--- src/rtl/convPkg.sv ---
package convPkg;

	// Pixel and stripe geometry
	localparam int PIXEL_BITS = 8;
	localparam int ROW_PIXELS = 8;
	localparam int KERNEL_SIZE = 3;

	// Window positions that fit inside one row word
	localparam int OUT_PIXELS = ROW_PIXELS - KERNEL_SIZE + 1;

	// Largest value an output pixel can hold
	localparam int PIXEL_MAX = (1 << PIXEL_BITS) - 1;

	// Arithmetic widths
	localparam int COEF_BITS = 16;
	localparam int ACC_BITS = 28;

	// Products, row sums, total, clamp
	localparam int LANE_LATENCY = 4;

	typedef logic [PIXEL_BITS-1:0] pixelT;

	// Pixel j sits in bits 8j upward
	typedef logic [ROW_PIXELS*PIXEL_BITS-1:0] rowWordT;

	// Output pixel c sits in bits 8c upward
	typedef logic [OUT_PIXELS*PIXEL_BITS-1:0] outWordT;

	typedef logic signed [COEF_BITS-1:0] coefT;

	// Nine 8x16 products plus growth of the sum
	typedef logic signed [ACC_BITS-1:0] accT;

	typedef logic [15:0] heightT;
	typedef logic [31:0] addrT;

	// Sharpening kernel
	// Row 0 is the oldest row of the window, column k covers pixel c+k
	localparam coefT KERNEL [KERNEL_SIZE][KERNEL_SIZE] = '{
		'{-16'sd1, -16'sd1, -16'sd1},
		'{-16'sd1,  16'sd9, -16'sd1},
		'{-16'sd1, -16'sd1, -16'sd1}
	};

endpackage

--- src/rtl/rowFetchCtrl.sv ---
`timescale 1ns/100ps

module rowFetchCtrl (
	input logic clk,
	input logic reset,
	input logic i_start,
	input convPkg::heightT i_height,
	input logic i_valid,
	output logic o_req,
	output convPkg::addrT o_rdAddress,
	output logic o_shift,
	output logic o_outValid,
	output logic o_done
);

	import convPkg::*;

	typedef enum logic [1:0] {
		IDLE,
		REQUEST,
		WAIT
	} stateT;

	stateT state;

	// Frame bookkeeping
	heightT frameHeight;
	heightT reqCount;
	heightT rxCount;
	logic lastRow;
	logic windowFull;

	// Tags for the row that just entered the window
	logic readyTag;
	logic doneTag;

	// Tags delayed to line up with the lane outputs
	logic [LANE_LATENCY-1:0] readyChain;
	logic [LANE_LATENCY-1:0] doneChain;

	// One request per REQUEST cycle, address is the row index
	assign o_req = (state == REQUEST);
	assign o_rdAddress = addrT'(reqCount);

	// Row moves into the window in the cycle it arrives
	assign o_shift = i_valid && (state == WAIT);

	// rxCount still holds the count before this row
	assign lastRow = (rxCount == frameHeight - 1'b1);
	assign windowFull = (rxCount >= heightT'(KERNEL_SIZE - 1));

	// Frame FSM
	always_ff @(posedge clk) begin
		if (reset) begin
			state <= IDLE;
			frameHeight <= '0;
			reqCount <= '0;
			rxCount <= '0;
		end
		else begin
			case (state)
				IDLE: begin
					// Start is only looked at between frames
					if (i_start) begin
						frameHeight <= i_height;
						reqCount <= '0;
						rxCount <= '0;
						state <= REQUEST;
					end
				end
				REQUEST: begin
					reqCount <= reqCount + 1'b1;
					state <= WAIT;
				end
				WAIT: begin
					if (i_valid) begin
						rxCount <= rxCount + 1'b1;
						// Next request one cycle after the answer
						if (reqCount < frameHeight) begin
							state <= REQUEST;
						end
						else begin
							state <= IDLE;
						end
					end
				end
				default: begin
					state <= IDLE;
				end
			endcase
		end
	end

	// Tag pipeline
	always_ff @(posedge clk) begin
		if (reset) begin
			readyTag <= 1'b0;
			doneTag <= 1'b0;
			readyChain <= '0;
			doneChain <= '0;
		end
		else begin
			// Window is complete from the third row onward
			readyTag <= o_shift && windowFull;
			doneTag <= o_shift && lastRow;

			readyChain <= {readyChain[LANE_LATENCY-2:0], readyTag};
			doneChain <= {doneChain[LANE_LATENCY-2:0], doneTag};
		end
	end

	assign o_outValid = readyChain[LANE_LATENCY-1];
	assign o_done = doneChain[LANE_LATENCY-1];

endmodule

--- src/rtl/rowWindow.sv ---
`timescale 1ns/100ps

module rowWindow (
	input logic clk,
	input logic reset,
	input logic i_shift,
	input convPkg::rowWordT i_row,
	output convPkg::rowWordT o_rows [convPkg::KERNEL_SIZE]
);

	import convPkg::*;

	// Row 0 is the oldest, the last row is the newest
	always_ff @(posedge clk) begin
		if (reset) begin
			for (int r = 0; r < KERNEL_SIZE; r++) begin
				o_rows[r] <= '0;
			end
		end
		else if (i_shift) begin
			// Oldest row falls out
			for (int r = 0; r < KERNEL_SIZE - 1; r++) begin
				o_rows[r] <= o_rows[r+1];
			end
			o_rows[KERNEL_SIZE-1] <= i_row;
		end
	end

endmodule

--- src/rtl/convLane.sv ---
`timescale 1ns/100ps

module convLane #(
	parameter int LANE = 0
) (
	input logic clk,
	input logic reset,
	input convPkg::rowWordT i_rows [convPkg::KERNEL_SIZE],
	output convPkg::pixelT o_pixel
);

	import convPkg::*;

	// Lane must start a block that fits inside the row word
	if (LANE < 0 || LANE >= OUT_PIXELS) begin : laneRangeCheck
		$error("convLane: LANE out of range");
	end

	// Stage 1, one product per window pixel
	accT products [KERNEL_SIZE][KERNEL_SIZE];

	// Stage 2, one sum per window row
	accT rowSums [KERNEL_SIZE];

	// Stage 3, full kernel sum
	accT total;

	// Pixel at window row r, column k of this lane
	function automatic pixelT windowPixel(input rowWordT row, input int k);
		pixelT pix;
		pix = row[(LANE + k) * PIXEL_BITS +: PIXEL_BITS];
		return pix;
	endfunction

	// Multipliers, pixel zero-extended before the signed multiply
	always_ff @(posedge clk) begin
		for (int r = 0; r < KERNEL_SIZE; r++) begin
			for (int k = 0; k < KERNEL_SIZE; k++) begin
				products[r][k] <= accT'(windowPixel(i_rows[r], k)) * accT'(KERNEL[r][k]);
			end
		end
	end

	// First adder level
	always_ff @(posedge clk) begin
		for (int r = 0; r < KERNEL_SIZE; r++) begin
			rowSums[r] <= products[r][0] + products[r][1] + products[r][2];
		end
	end

	// Second adder level
	always_ff @(posedge clk) begin
		total <= rowSums[0] + rowSums[1] + rowSums[2];
	end

	// Clamp to the pixel range
	always_ff @(posedge clk) begin
		if (reset) begin
			o_pixel <= '0;
		end
		else if (total < 0) begin
			o_pixel <= '0;
		end
		else if (total > accT'(PIXEL_MAX)) begin
			o_pixel <= pixelT'(PIXEL_MAX);
		end
		else begin
			o_pixel <= total[PIXEL_BITS-1:0];
		end
	end

endmodule

--- src/rtl/convEngine.sv ---
`timescale 1ns/100ps

module convEngine (
	input logic clk,
	input logic reset,
	input logic i_start,
	input convPkg::heightT i_height,
	input logic i_valid,
	input convPkg::rowWordT i_data,
	output logic o_req,
	output convPkg::addrT o_rdAddress,
	output logic o_valid,
	output convPkg::outWordT o_data,
	output logic o_done
);

	import convPkg::*;

	logic shift;

	// Oldest row first
	rowWordT windowRows [KERNEL_SIZE];

	// One result per window position
	pixelT lanePixels [OUT_PIXELS];

	rowFetchCtrl fetchCtrl_i (
		.clk(clk),
		.reset(reset),
		.i_start(i_start),
		.i_height(i_height),
		.i_valid(i_valid),
		.o_req(o_req),
		.o_rdAddress(o_rdAddress),
		.o_shift(shift),
		.o_outValid(o_valid),
		.o_done(o_done)
	);

	// Incoming row goes straight into the window
	rowWindow window_i (
		.clk(clk),
		.reset(reset),
		.i_shift(shift),
		.i_row(i_data),
		.o_rows(windowRows)
	);

	// Six lanes share the window, each takes its own column slice
	for (genvar c = 0; c < OUT_PIXELS; c++) begin : lanes
		convLane #(
			.LANE(c)
		) lane_i (
			.clk(clk),
			.reset(reset),
			.i_rows(windowRows),
			.o_pixel(lanePixels[c])
		);

		assign o_data[c*PIXEL_BITS +: PIXEL_BITS] = lanePixels[c];
	end

endmodule

--- config.mk ---
export PLATFORM = sky130hd
export DESIGN_NAME = convEngine
export DESIGN_NICKNAME = d
export VERILOG_FILES = /design/src/rtl/convPkg.sv /design/src/rtl/rowFetchCtrl.sv /design/src/rtl/rowWindow.sv /design/src/rtl/convLane.sv /design/src/rtl/convEngine.sv
export SDC_FILE = /design/constraint.sdc
export NUM_CORES = 2
export LEC_CHECK = 0
export CAP_MARGIN = 10
export CORE_ASPECT_RATIO = 1.4
export CORE_MARGIN = 4
export CORE_UTILIZATION = 29
export DETAILED_ROUTE_END_ITERATION = 10
export DONT_BUFFER_PORTS = 1
export GPL_ROUTABILITY_DRIVEN = 0
export PLACE_DENSITY = 0.49
export REMOVE_ABC_BUFFERS = 1
export SYNTH_ARGS = -nofsm -noshare
export SYNTH_HDL_FRONTEND = slang
export SYNTH_SLANG_ARGS = --single-unit
--- constraint.sdc ---
create_clock -name clk -period 9.6 [get_ports clk]
set_clock_uncertainty 0.15 [all_clocks]
set_input_delay 0.48 -clock clk [delete_from_list [all_inputs] [get_ports clk]]
set_output_delay 0.48 -clock clk [all_outputs]
set_load 0.02 [all_outputs]
==> flow_summary.ini <==
[logic_synthesis]
ys_seq_area_frac = 0.3761
syn_avg_cell_area_sq_um = 9.569
async_reset_ff_frac = 0
ys_seq_elements = 1388
yosys_warnings = 0
synth_cell_types = 86
syn-cell-area_sq_um = 73880
synth_top_flop_cell = dfxtp_1
synth_edf_count = 0
syn_inst = 7721

[worst_setup_path]
path_common_cell = o21ai_0
cp_max_fo = 5
crit_family = compound AO/OA/AOI/OAI gates
start_kind = flop
critical_path_arrival_ns = 4.66
crit_chain = fa_1 -> ha_1 -> inv_1 -> fa_1 -> nor2b_1 -> o21ai_0 -> a21boi_0 -> o21ai_0 -> a21oi_1 -> o21ai_0 -> a21oi_1 -> mux2i_1 -> a2111oi_0
worstPathRequired_ns = 10.10
criticalPathCategory = reg -> reg
end_kind = flop
slowest_stage = fa_1
critPathBufInv = 1
slowest_delay_ns = 0.57

[grt]
grt_max_degree = 164
antenna_found_initial = 17
gr-total-overflow = 0
grt_pass1_wl_um = 357900
grt_usage = 0.1803
grt_pass1_vias = 56700

[timing]
hold_violations = 0
slew_violations = 0
fin_crit_ns = 4.156
relSlewSlack = 0.1904
tns_ns = 0
rsz0062_at_grt = false
setup_viol = 0
fmax_mhz = 240.6
tightest_slew_ns = 1.203
fin_crit_sh = 0.4329

[clock_tree]
postCtsSetupRepairBufs = 0
clock-sinks = 1388
clockBufferDepth = 4
cts.clk_slew.worst_paths_ns = 0.06
numCtsBuffers = 151
cts_max_level = 4
cts_tree = yes
clockRootBuffer = clkbuf_16
clock_latency_ns = 0.82

[cells_and_area]
syn2layout_area_growth_pct = 13.46
drive_gt1_frac = 0.04057
final_cells = 11240
fillerInstances = 25960
nets = 8974
final_common_cell = dfxtp_1
layout_common_cells = dfxtp_1 (1388), nand2_1 (918), a21oi_1 (735)

[die]
core_area_sq_um = 254000
initial_core_util = 0.2909
row_count = 219
die_width_um = 434.6
dieArea_sq_um = 263000
dieHeight_um = 605.2
ios = 167

[detailed_routing]
drtIter0Drc = 3307
via_per_inst = 4.914
ant_nets = 0
wire_per_inst_um = 21.44
finalWirelength_um = 240900
via_count = 55220
drc = 0
first_pass_iters = 6

[run]
cap_violations = 0

[placement]
hpwl_um = 192900
numPortBuffers = 0
dp.cells = 10810

[worst_hold_path]
worstHoldPathType = in -> reg

[outcome]
status = finished, final reports clean

[power]
p_leak_nw = 39.19
power.density_nw_per_um2 = 196.6
vdd_ir_drop_max_mv = 0.1345
logic make-up after synthesis:
| family | count (synthesis) | synth area share |
|---|---|---|
| xor+xnor | 649 | 0.07694 |
| flops | 1388 | 0.3761 |
| fa+ha+maj | 1081 | 0.2282 |
| compound gates | 1851 | 0.1557 |
| buf+inv | 681 | 0.03555 |
| other cells | 1 | 0.00005076 |
| simple gates | 2055 | 0.1253 |
| mux | 15 | 0.002100 |
path summary, 6_finish.rpt:
kind,from,to,slack (ns),depth (start not counted)
min,i_valid,fetchCtrl_i.readyTag,0.06,2
max,lanes[3].lane_i.products[2][29],lanes[4].lane_i.rowSums[0][77],5.44,13
min reg2reg,window_i.o_rows[184],lanes[5].lane_i.products[0][0],0.28,0
max reg2reg,lanes[3].lane_i.products[2][29],lanes[4].lane_i.rowSums[0][77],5.44,13
synth_stat cells, drive strengths merged (8+ instances only):
cell,instances,area (sq um)
a211o,8,70.07
o311ai,8,70.07
nor2,448,1682
a21oi,735,3679
clkbuf,233,879.6
or4,10,75.07
a21o,253,1901
a2111oi,11,115.1
dfxtp,1388,27790
inv,419,1573
a31oi,53,331.6
ha,637,7970
a211oi,49,387.9
xnor2,437,3827
a31o,15,131.4
nand3b,27,202.7
nand2b,45,289.0
or2,20,125.1
buf,29,173.9
o211ai,23,172.7
mux2i,11,110.1
fa,444,8889
o2111ai,13,113.9
nand3,111,560.5
a41oi,16,147.7
and2,37,231.5
o221ai,9,78.83
and4,11,96.34
o31ai,24,185.2
nand4,62,387.9
a21boi,38,285.3
a311oi,19,178.9
or3,22,137.6
nor3,136,685.7
o21a,110,825.8
nor3b,10,75.07
and3,55,345.3
nor2b,65,406.6
nor4,68,431.7
o21bai,81,608.1
nand2,919,3450
o21ai,323,1620
xor2,212,1857
metrics by stage:
stage	total power [mW]	cell area [sq um]	utilization	hold WS, ns	worst slack (ns)
detailed placement	10.54	77180	0.3038	0.2751	5.561
CTS	16.65	83800	0.3299	0.02263	5.550
global placement	10.52	77180	0.3038	0.2742	5.530
global route	17.28	83820	0.3300	0.06515	5.264
finish	16.48	83830	0.3300	0.06208	5.444
floorplan	9.346	72880	-	0.2267	4.961
sequential cells by signal, summed over array words and instances, names as in the netlist, 4 cells and up:
name	cells
fetchCtrl_i.readyChain	4
lanes.lane_i.products	426
lanes.lane_i.rowSums	494
fetchCtrl_i.reqCount	16
lanes.lane_i.total	168
lanes.lane_i.o_pixel	48
fetchCtrl_i.doneChain	4
fetchCtrl_i.frameHeight	16
fetchCtrl_i.rxCount	16
window_i.o_rows	192
layer usage:
layer / routed length, um / up-vias / track usage
li1: - / 26640 / -
met1: 97000 / 26710 / 0.2093
met2: 118900 / 1411 / 0.3206
met3: 10730 / 469 / 0.02604
met4: 14330 / 0 / 0.09254
met5: 0 / - / 0
final cells by class:
class / count / area (sq um) / area share
inverter: 419 / 1573 / 0.01876
timing repair buffer: 182 / 1794 / 0.02140
tap: 3315 / 4148 / 0.04948
clock buffer: 200 / 4247 / 0.05066
multi-input combinational: 5667 / 43530 / 0.5193
antenna: 11 / 27.53 / 0.0003284
sequential: 1388 / 27790 / 0.3315
clock inverter: 56 / 718.2 / 0.008567
what timing repair did:
action	4_1_cts	5_1_grt
endpoints found under the hold margin	263	0
gates resized for setup	0	0
hold buffers	164	0
where the power goes:
group          switching, mW  total, mW  internal, mW
Clock                   2.49       5.98          3.50
Combinational           2.00       3.35          1.35
Sequential             0.621       7.15          6.53
(Power assumes the default switching activity.)
